## src/rnn_config.svh

```systemverilog
`ifndef RNN_CONFIG_SVH
`define RNN_CONFIG_SVH

// Q8.8 data path
`define RNN_DATA_W 16
`define RNN_FRAC 8

// Headroom for one neuron sum of RNN_HIDDEN+1 terms
`define RNN_ACC_W 24

`define RNN_HIDDEN 4

// Queue slots, one input credit per slot
`define RNN_IN_DEPTH 4

`define RNN_OUT_CREDITS 2

`endif

```

## src/rnn_types_pkg.sv

```systemverilog
`include "rnn_config.svh"

package rnn_types_pkg;

    typedef logic signed [`RNN_DATA_W-1:0] data_t;
    typedef logic signed [`RNN_ACC_W-1:0] acc_t;
    typedef logic signed [`RNN_DATA_W-1:0] coef_t;
    typedef logic [$clog2(`RNN_HIDDEN)-1:0] idx_t;

    typedef data_t [`RNN_HIDDEN-1:0] hidden_vec_t;

    typedef struct packed {
        data_t x;
        logic  clear;
    } step_cmd_t;

    typedef struct packed {
        data_t       y;
        hidden_vec_t h;
    } rnn_result_t;

    typedef enum logic [1:0] {
        EXEC_IDLE,
        EXEC_HIDDEN,
        EXEC_OUTPUT,
        EXEC_DONE
    } exec_state_t;

    localparam data_t DATA_MAX = 16'sh7FFF;
    localparam data_t DATA_MIN = 16'sh8000;

    // Floor of the Q8.8 product, kept at accumulator width
    function automatic acc_t fx_product(input data_t d, input coef_t c);
        logic signed [2*`RNN_DATA_W-1:0] p;
        p = d * c;
        return acc_t'(p >>> `RNN_FRAC);
    endfunction

    function automatic data_t fx_saturate(input acc_t a);
        if (a > acc_t'(DATA_MAX)) begin
            return DATA_MAX;
        end else if (a < acc_t'(DATA_MIN)) begin
            return DATA_MIN;
        end
        return data_t'(a);
    endfunction

endpackage

```

## src/rnn_weights_pkg.sv

```systemverilog
`include "rnn_config.svh"

package rnn_weights_pkg;

    import rnn_types_pkg::*;

    // Input to hidden, one per neuron
    // 1.75, -1.5, 0.75, 1.25
    localparam coef_t W_I2H [`RNN_HIDDEN] = '{
        16'sh01C0,
        -16'sh0180,
        16'sh00C0,
        16'sh0140
    };

    // Hidden to hidden, [i][j] feeds old h[i] into neuron j
    // Kept small so the state decays between large inputs
    localparam coef_t W_H2H [`RNN_HIDDEN][`RNN_HIDDEN] = '{
        '{  16'sh0040, -16'sh0020,  16'sh0060,  16'sh0010 },
        '{ -16'sh0030,  16'sh0040,  16'sh0020, -16'sh0050 },
        '{  16'sh0020,  16'sh0050, -16'sh0040,  16'sh0030 },
        '{ -16'sh0010,  16'sh0020,  16'sh0030, -16'sh0040 }
    };

    // Hidden to output
    // 1.5, -1.25, 1.75, -0.5
    localparam coef_t W_H2O [`RNN_HIDDEN] = '{
        16'sh0180,
        -16'sh0140,
        16'sh01C0,
        -16'sh0080
    };

endpackage

```

## src/rnn_decode.sv

```systemverilog
`timescale 1ns/1ns
`include "rnn_config.svh"

module rnn_decode (
    input  logic                     i_clk,
    input  logic                     i_rst,
    input  logic                     i_sample_valid,
    input  rnn_types_pkg::step_cmd_t i_sample,
    output logic                     o_sample_credit,
    input  logic                     i_ready,
    output logic                     o_start,
    output rnn_types_pkg::step_cmd_t o_step
);

    import rnn_types_pkg::*;

    localparam int PTR_W = $clog2(`RNN_IN_DEPTH);
    localparam int CNT_W = $clog2(`RNN_IN_DEPTH + 1);
    localparam logic [PTR_W-1:0] PTR_LAST = PTR_W'(`RNN_IN_DEPTH - 1);

    step_cmd_t        queue [`RNN_IN_DEPTH];
    logic [PTR_W-1:0] wr_ptr;
    logic [PTR_W-1:0] rd_ptr;
    logic [CNT_W-1:0] count;
    logic             push;
    logic             pop;

    // Upstream only sends while it holds a credit, so a push never finds the queue full
    assign push = i_sample_valid;
    assign pop  = o_start && i_ready;

    assign o_start         = (count != '0);
    assign o_step          = queue[rd_ptr];
    assign o_sample_credit = pop;

    always_ff @(posedge i_clk) begin
        if (push) begin
            queue[wr_ptr] <= i_sample;
        end
    end

    always_ff @(posedge i_clk) begin
        if (i_rst) begin
            wr_ptr <= '0;
            rd_ptr <= '0;
            count  <= '0;
        end else begin
            if (push) begin
                wr_ptr <= (wr_ptr == PTR_LAST) ? '0 : wr_ptr + 1'b1;
            end
            if (pop) begin
                rd_ptr <= (rd_ptr == PTR_LAST) ? '0 : rd_ptr + 1'b1;
            end
            case ({push, pop})
                2'b10: count <= count + CNT_W'(1);
                2'b01: count <= count - CNT_W'(1);
                default: count <= count;
            endcase
        end
    end

endmodule

```

## src/rnn_execute.sv

```systemverilog
`timescale 1ns/1ns
`include "rnn_config.svh"

module rnn_execute (
    input  logic                       i_clk,
    input  logic                       i_rst,
    input  logic                       i_start,
    input  rnn_types_pkg::step_cmd_t   i_step,
    output logic                       o_ready,
    output logic                       o_done,
    output rnn_types_pkg::rnn_result_t o_result,
    input  logic                       i_slot_free
);

    import rnn_types_pkg::*;
    import rnn_weights_pkg::*;

    localparam idx_t LAST = idx_t'(`RNN_HIDDEN - 1);

    exec_state_t state;
    hidden_vec_t h_state;
    hidden_vec_t h_new;
    data_t       x_q;
    data_t       y_q;
    acc_t        acc;
    acc_t        h2h_sum;
    acc_t        h2o_sum;
    idx_t        neuron;
    idx_t        term;
    logic        i2h_phase;
    logic        take;

    assign o_ready  = (state == EXEC_IDLE);
    assign take     = i_start && o_ready;
    assign o_done   = (state == EXEC_DONE) && i_slot_free;
    assign o_result = '{y: y_q, h: h_state};

    // Single MAC, the operand pair is picked by the counters
    assign h2h_sum = acc + fx_product(h_state[term], W_H2H[term][neuron]);
    assign h2o_sum = acc + fx_product(h_new[term], W_H2O[term]);

    always_ff @(posedge i_clk) begin
        if (i_rst) begin
            state     <= EXEC_IDLE;
            neuron    <= '0;
            term      <= '0;
            i2h_phase <= 1'b0;
            h_state   <= '0;
        end else begin
            case (state)
                EXEC_IDLE: begin
                    if (take) begin
                        state     <= EXEC_HIDDEN;
                        neuron    <= '0;
                        term      <= '0;
                        i2h_phase <= 1'b0;
                        if (i_step.clear) begin
                            h_state <= '0;
                        end
                    end
                end
                EXEC_HIDDEN: begin
                    if (i2h_phase) begin
                        i2h_phase <= 1'b0;
                    end else begin
                        term <= (term == LAST) ? '0 : term + 1'b1;
                        if (term == LAST) begin
                            i2h_phase <= 1'b1;
                            neuron    <= (neuron == LAST) ? '0 : neuron + 1'b1;
                            if (neuron == LAST) begin
                                state     <= EXEC_OUTPUT;
                                i2h_phase <= 1'b0;
                            end
                        end
                    end
                end
                EXEC_OUTPUT: begin
                    term <= (term == LAST) ? '0 : term + 1'b1;
                    if (term == LAST) begin
                        state   <= EXEC_DONE;
                        h_state <= h_new;
                    end
                end
                EXEC_DONE: begin
                    if (i_slot_free) begin
                        state <= EXEC_IDLE;
                    end
                end
                default: state <= EXEC_IDLE;
            endcase
        end
    end

    // Neuron 0 loads its input term in the transfer cycle itself
    always_ff @(posedge i_clk) begin
        case (state)
            EXEC_IDLE: begin
                if (take) begin
                    x_q <= i_step.x;
                    acc <= fx_product(i_step.x, W_I2H[0]);
                end
            end
            EXEC_HIDDEN: begin
                if (i2h_phase) begin
                    acc <= fx_product(x_q, W_I2H[neuron]);
                end else if (term == LAST) begin
                    h_new[neuron] <= fx_saturate(h2h_sum);
                    // Last neuron hands over a clean accumulator to the output sum
                    acc <= (neuron == LAST) ? '0 : h2h_sum;
                end else begin
                    acc <= h2h_sum;
                end
            end
            EXEC_OUTPUT: begin
                acc <= h2o_sum;
                if (term == LAST) begin
                    y_q <= fx_saturate(h2o_sum);
                end
            end
            default: begin
            end
        endcase
    end

endmodule

```

## src/rnn_result.sv

```systemverilog
`timescale 1ns/1ns
`include "rnn_config.svh"

module rnn_result (
    input  logic                       i_clk,
    input  logic                       i_rst,
    input  logic                       i_done,
    input  rnn_types_pkg::rnn_result_t i_result,
    output logic                       o_slot_free,
    output logic                       o_result_valid,
    output rnn_types_pkg::rnn_result_t o_result,
    input  logic                       i_result_credit
);

    import rnn_types_pkg::*;

    localparam int CRED_W = $clog2(`RNN_OUT_CREDITS + 1);

    rnn_result_t       hold;
    logic              full;
    logic [CRED_W-1:0] credits;
    logic              spend;

    assign o_slot_free    = !full;
    assign spend          = full && (credits != '0);
    assign o_result_valid = spend;
    assign o_result       = hold;

    always_ff @(posedge i_clk) begin
        if (i_done) begin
            hold <= i_result;
        end
    end

    always_ff @(posedge i_clk) begin
        if (i_rst) begin
            full    <= 1'b0;
            credits <= CRED_W'(`RNN_OUT_CREDITS);
        end else begin
            // Execute only raises done while the slot is free
            if (i_done) begin
                full <= 1'b1;
            end else if (spend) begin
                full <= 1'b0;
            end
            case ({spend, i_result_credit})
                2'b10: credits <= credits - CRED_W'(1);
                2'b01: credits <= credits + CRED_W'(1);
                default: credits <= credits;
            endcase
        end
    end

endmodule

```

## src/rnn_cell_top.sv

```systemverilog
`timescale 1ns/1ns

module rnn_cell_top (
    input  logic                       i_clk,
    input  logic                       i_rst,
    input  logic                       i_sample_valid,
    input  rnn_types_pkg::step_cmd_t   i_sample,
    output logic                       o_sample_credit,
    output logic                       o_result_valid,
    output rnn_types_pkg::rnn_result_t o_result,
    input  logic                       i_result_credit
);

    import rnn_types_pkg::*;

    step_cmd_t   step;
    logic        start;
    logic        ready;
    logic        done;
    logic        slot_free;
    rnn_result_t exec_result;

    rnn_decode decode_inst (
        .i_clk           (i_clk),
        .i_rst           (i_rst),
        .i_sample_valid  (i_sample_valid),
        .i_sample        (i_sample),
        .o_sample_credit (o_sample_credit),
        .i_ready         (ready),
        .o_start         (start),
        .o_step          (step)
    );

    rnn_execute execute_inst (
        .i_clk       (i_clk),
        .i_rst       (i_rst),
        .i_start     (start),
        .i_step      (step),
        .o_ready     (ready),
        .o_done      (done),
        .o_result    (exec_result),
        .i_slot_free (slot_free)
    );

    rnn_result result_inst (
        .i_clk           (i_clk),
        .i_rst           (i_rst),
        .i_done          (done),
        .i_result        (exec_result),
        .o_slot_free     (slot_free),
        .o_result_valid  (o_result_valid),
        .o_result        (o_result),
        .i_result_credit (i_result_credit)
    );

endmodule

```

## config.mk

```make
export PLATFORM = sky130hd
export DESIGN_NAME = rnn_cell_top
export DESIGN_NICKNAME = d
export VERILOG_FILES = /design/src/rnn_types_pkg.sv /design/src/rnn_weights_pkg.sv /design/src/rnn_decode.sv /design/src/rnn_execute.sv /design/src/rnn_result.sv /design/src/rnn_cell_top.sv
export VERILOG_INCLUDE_DIRS = /design/src
export SDC_FILE = /design/constraint.sdc
export NUM_CORES = 2
export LEC_CHECK = 0
export BUFFER_PORTS_ARGS = -buffer_cell sky130_fd_sc_hd__buf_2
export CORE_MARGIN = 2
export CORE_UTILIZATION = 35
export CTS_CLUSTER_DIAMETER = 60
export DETAILED_ROUTE_END_ITERATION = 8
export PLACE_DENSITY = 0.61
export RECOVER_POWER = 50
export SETUP_SLACK_MARGIN = 0.1
export SYNTH_ARGS = -nofsm -noshare
export SYNTH_HDL_FRONTEND = slang
export SYNTH_HIERARCHICAL = 1
export SYNTH_SLANG_ARGS = --single-unit
```

## constraint.sdc

```tcl
create_clock -name i_clk -period 9.35 [get_ports i_clk]
set_input_delay 0 -clock i_clk [delete_from_list [all_inputs] [get_ports i_clk]]
set_output_delay 0 -clock i_clk [all_outputs]
set_load 0.03 [all_outputs]
```

Word-level counts from Yosys, hierarchy flattened
Memories as Yosys holds them, arrays and structs flattened. A register that Yosys moved wholly into a read port is not among the register bits.
Index checks and enable logic that the tools add are counted.
{ "totals": {"register_bits": 281, "ram_bits": 68, "memories": 1} }
{ "classes": {"addsub": 10, "multipliers": 4, "n_lt_le_gt_ge": 9, "n_eq_ne": 18, "n_mux": 76, "bitwise_logic": 3, "n_reduce_logical": 23} }
{ "mem_list": {"columns": ["name", "words", "word_bits", "read_ports", "rd_clocked_by_memory_dff", "wr", "line", "source"], "rows": [
  ["decode_inst.queue", 4, 17, 1, 1, 1, "rnn_decode.sv:21", "step_cmd_t queue [`RNN_IN_DEPTH];"]
]} }
{ "op_table": {"columns": ["operator", "count"], "rows": [
  ["$mux 64", 5],
  ["$mux 16", 18],
  ["$bmux 16 s2", 5],
  ["$bmux 64 s2", 1],
  ["$pmux 64 s2", 1],
  ["$mul 16x16->32", 3],
  ["$mux 24", 4],
  ["$pmux 24 s3", 1],
  ["$bwmux 64", 1],
  ["$add 24x24->24", 2],
  ["$gt 24x16->1 const B", 2],
  ["$lt 24x16->1 const B", 2],
  ["$demux 16 s2", 1],
  ["$mux 2", 16],
  ["$mul 16x4->20 const B", 1],
  ["$mux 1", 17],
  ["$eq 2x2->1 const B", 8],
  ["$reduce_bool 2->1", 6],
  ["$add 2x1->2 const B", 5],
  ["$ne 2x2->1 const B", 4],
  ["$pmux 2 s2", 2],
  ["$pmux 2 s4", 1],
  ["$reduce_and 2->1", 4],
  ["$reduce_and 4->1", 2],
  ["other kinds (19)", 31]
]} }

Longest topological paths before layout
{ "depth": {"word_depth": 20, "mapped_depth": 46, "depth_no_buf": 41} }

Modules after synthesis
Netlist, hierarchy kept.
{ "modules_own_cells": {"columns": ["module", "instances", "cells_per_inst", "area_each_um2"], "rows": [
  ["rnn_execute", 1, 2933, 28304.6],
  ["rnn_decode", 1, 137, 2946.6],
  ["rnn_result", 1, 96, 2539.9]
]} }

Worst setup path before layout
No wires, ideal clock.
{ "synth_timing": {"path_type": "flip-flop to flip-flop", "start": "reg execute_inst.term[0]", "end": "reg execute_inst/h_new[10] (netlist name), data pin", "t_arrival_ps": 10095, "slack_ps": -1037, "path_stages_with_launch": 43, "n_path_buf": 7, "period_less_slack_ps": 10387, "path_cell_list": "dfxtp_1 > clkbuf_1 > buf_1 > clkinv_1 > clkbuf_1 > ha_1 > o22a_1 > o21ai_1 > inv_1 > clkbuf_1 > clkbuf_1 > and2_1 > fa_1 > inv_1 > fa_1 > inv_1 > fa_1 > fa_1 > [... 7 more ...] > a31o_2 > a21oi_1 > nor2_1 > nor2_1 > xnor2_1 > ha_1 > clkbuf_1 > and4_1 > nor2_1 > o21ai_0 > a31o_2 > a211o_1 > a21oi_1 > xor2_1 > nand3_1 > o31ai_2 > clkbuf_1 > o21ai_0"} }
{ "synth_between": {"elab_chain_len": 20} }
{ "synth_lines": {"columns": ["element", "line", "source"], "rows": [
  ["start: declaration", "rnn_execute.sv:29", "idx_t term;"],
  ["start signal: assignment", "rnn_execute.sv:66", "term <= (term == LAST) ? '0 : term + 1'b1;"],
  ["start signal: assignment", "rnn_execute.sv:78", "term <= (term == LAST) ? '0 : term + 1'b1;"],
  ["$not 2->3 (implied by the code)", "rnn_execute.sv:39", "assign h2h_sum = acc + fx_product(h_state[term], W_H2H[term][neuron]);"],
  ["$bmux 64 s2", "rnn_execute.sv:39", null],
  ["$mux 64 (implied by the code) (2 in a row)", "rnn_execute.sv:39", null],
  ["$bmux 16 s2", "rnn_execute.sv:39", null],
  ["$mux 16 (implied by the code) (2 in a row)", "rnn_execute.sv:39", null],
  ["$mul 16x16->32 *", "rnn_types_pkg.sv:35", "p = d * c;"],
  ["$add 24x24->24 *", "rnn_execute.sv:39", null],
  ["$lt 24x16->1", "rnn_types_pkg.sv:42", "end else if (a < acc_t'(DATA_MIN)) begin"],
  ["[... 2 more ...]", null, null],
  ["$mux 1", "rnn_execute.sv:106", "end else if (term == LAST) begin"],
  ["$mux 1", "rnn_execute.sv:104", "if (i2h_phase) begin"],
  ["$mux 1", "rnn_execute.sv:96", "case (state)"],
  ["$mux 16 *", "rnn_types_pkg.sv:45", "return data_t'(a);"],
  ["$mux 16 *", "rnn_execute.sv:106", null],
  ["$mux 16 *", "rnn_execute.sv:104", null],
  ["$mux 16 *", "rnn_execute.sv:96", null],
  ["$bwmux 64 *", "rnn_execute.sv:107", "h_new[neuron] <= fx_saturate(h2h_sum);"],
  ["end signal: indexed assignment", "rnn_execute.sv:107", null],
  ["end: declaration", "rnn_execute.sv:22", "hidden_vec_t h_new;"]
]} }
Every way passes the cells marked *; elsewhere a longest branch is shown, timed or not. The select of a mux whose other input is x is not followed.
A chain may end at the register's enable or synchronous reset.

Worst setup path after layout
{ "layout_timing": {"start": "reg execute_inst.term[1]", "end": "reg execute_inst/h_new[25] (netlist name), data pin"} }
The elaborated chain is that of the path after synthesis.

==> out/qor.txt <==
Max_cap viols -> 2
F_max -> 112 MHz
Max stage delay cell, worst path -> mux4_2
Violated checks -> max-capacitance violations, max-slew violations
Share of cells above drive strength 1 -> 9.32%
Ant. Diodes -> 0
P&R area growth vs syn -> 13.8%
Crit path kind -> reg -> reg
CTS clk-pin slew, worst paths -> 60 ps
Io pins -> 103
Peak per-stage delay on the critical path -> 600 ps
Avg WL per Cell -> 18.6 um
TritonCTS clock tree -> yes
Synthesized net count -> 3,947
Global-route wire length before repair -> 135,000 um
Count leader, synth -> inv_1
Synth Warn # -> 6
H-tree depth -> 2
Post-synthesis async set-or-reset flop share -> 0%
Post-route minimum period -> 8900 ps
Count of state elements after synthesis -> 351
Critical Path End Type -> flip-flop
Setup violators final -> 0
Initial antenna violation count -> 0
TritonCTS sink count -> 351
Dominant cell type by area after synthesis -> fa_1
HPWL after DPL -> 70,200 um
Core Area -> 0.0953 mm2
Antenna Nets Post-Route -> 0
Mapped cell area -> 0.0338 mm2
Vias in the first global route -> 23,610
DR iter-0 viols -> 1,797
Fin. Hold Viols -> 0
Vias -> 23,303
CP delay by family, top -> adder cells
# rows -> 113
Synth cell count leaders -> inv_1, fa_1, ha_1
Detailed Route WL -> 86,400 um
Top FF cell, synth -> edfxtp_1
Post-DR vias/cell -> 5.00
Setup_tns -> 0 ps
GRT Overall Usage -> 17.7%
Buf/Inv on CP -> 8
Clk buf depth -> 3
Worst slew pin tran -> 2090 ps
Unrepaired setup endpoints after global routing -> no
Die width -> 315 um
CTS buffer count -> 42
Largest fanout on the critical path -> 7
Status -> finished, violations left
HP Class -> in -> reg
Seq/Total Area, Yosys -> 28.7%
Die area -> 0.0990 mm2
Clock skew -> 25.4 ps
Starting Density -> 35.5%
Crit path DAT -> 9190 ps
Slew Limit Fails -> 44
Nets -> 4,141
Synthesized area per cell -> 10.7 um2
CP Launch Type -> flip-flop
Synth top area share -> 24.4%
Gr ovfl total -> 0
Post-route cell area -> 0.0385 mm2
Root Driver -> clkbuf_16
Cell mode on critical path -> ha_1
WP data required -> 9630 ps
Post-DP Area -> 0.0362 mm2
Synth top area cells -> fa_1, edfxtp_1, ha_1
DRC Markers -> 0
Normalized max-slew margin -> -39.7%
Synth cell types -> 81
Buffers on Ports -> 102
Skew-Pair Late Insertion Delay -> 580 ps
Final GP Congestion -> 0.903
Post-Syn Instances -> 3,166
Die Y -> 315 um
Number of flops mapped to enable cells by yosys -> 268
Largest net degree at the start of global routing -> 82
Final worst path period share -> 95.2%
Initial DRT Pass Iterations -> 6
stage by stage:
step / utilization [%] / instances / worst slack (ps) / hold WS [ps]
floorplan: - / 3166 / 105 / 69.1
global placement: 38.0 / 4518 / 144 / 216
detailed placement: 38.0 / 4518 / -17.3 / 220
CTS: 39.8 / 4620 / 108 / 95.4
global route: 40.4 / 4657 / 90.6 / 129
finish: 40.4 / 4657 / 447 / 81.9
final timing paths:
kind / from / endpoint / slack, ps / depth (start not counted)
worst max-delay path: execute_inst/term[1] / execute_inst/h_new[25] / 450 / 40
worst min-delay path: i_rst / decode_inst/wr_ptr[1] / 80 / 3
worst min register to register: execute_inst/y_q[3] / result_inst/o_result[67] / 440 / 0
worst max register to register: execute_inst/term[1] / execute_inst/h_new[25] / 450 / 40
cells by family after synthesis:
group,share of synthesized area (%)
flip-flops,28.7
XOR/XNOR,3.70
buffers and inverters,7.56
adder cells (fa/ha/maj),37.3
multiplexers,3.61
AO/OA/AOI/OAI,9.36
AND/OR/NAND/NOR,9.74
worst reg2reg max path, delay by kind of cell (launching register included):
family          cells  cell delay, ps
buf+inv             8             790
xor+xnor            2             350
simple gates        5             690
flops               1             390
compound gates     14            2420
mux                 1             600
fa+ha+maj          10            3360
sequential cells by signal (all words and copies together) (netlist names), named ones only:
name and cells:
result_inst/o_result 80, decode_inst/queue 68, execute_inst/h_new 64, execute_inst/o_result 64
execute_inst/acc 24, execute_inst/x_q 16, execute_inst/y_q 16, decode_inst/count 3
decode_inst/rd_ptr 2, decode_inst/wr_ptr 2, execute_inst/neuron 2, execute_inst/state 2
execute_inst/term 2, result_inst/credits 2, execute_inst/i2h_phase 1, result_inst/full 1
placed cells by master, fill, tap and decap left out, drive strengths merged, types with 11 or more instances in the layout:
cell type    netlist  final
a21boi            11     11
dfxtp             83     83
buf               17    115
mux4              37     37
dlygate4sd3        0     19
and3              15     15
o21bai            13     13
nor3              28     28
o21a              17     17
edfxtp           268    268
inv              582    589
clkbuf            70    161
xor2              55     55
fa               412    412
a21o              40     40
o211ai            11     11
a31oi             14     14
ha               348    348
nor2b             71     71
nand2b            39     39
nand3             82     82
and2              80     80
o21ai            112    112
a21oi            191    191
mux2i             35     35
xnor2             85     85
nor2             116    116
a211oi            14     14
nand2            195    195
timing repair:
item / CTS / global route
hold buffers: 19 / 0
pin swaps: 0 / 18
resized for setup: 6 / 101
buffers inserted: 7 / 32
gates cloned: 0 / 5
hold endpoints to repair: 72 / 0
endpoints found under the setup margin: 61 / 87
layer usage:
layer / share of wire [%] / wire (um) / vias up / global-route usage (%)
met1: 46 / 39500 / 11632 / 25.6
met3: 5.1 / 4390 / 121 / 1.87
met2: 46 / 39500 / 613 / 27.7
li1: - / - / 10937 / -
met5: 0 / 0 / - / 0
met4: 3.5 / 3010 / 0 / 5.82
final cells by class:
cell class	count	area (um2)
timing repair buffer	237	1590
clock buffer	59	1220
sequential	351	9720
inverter	584	2190
multi-input combinational	2144	21900
tap	1265	1580
fill	9307	56800
clock inverter	17	233
Power is left out: the tool's default activity adds up to more than one toggle a clock period on the data nets, which glitch-free logic cannot reach.
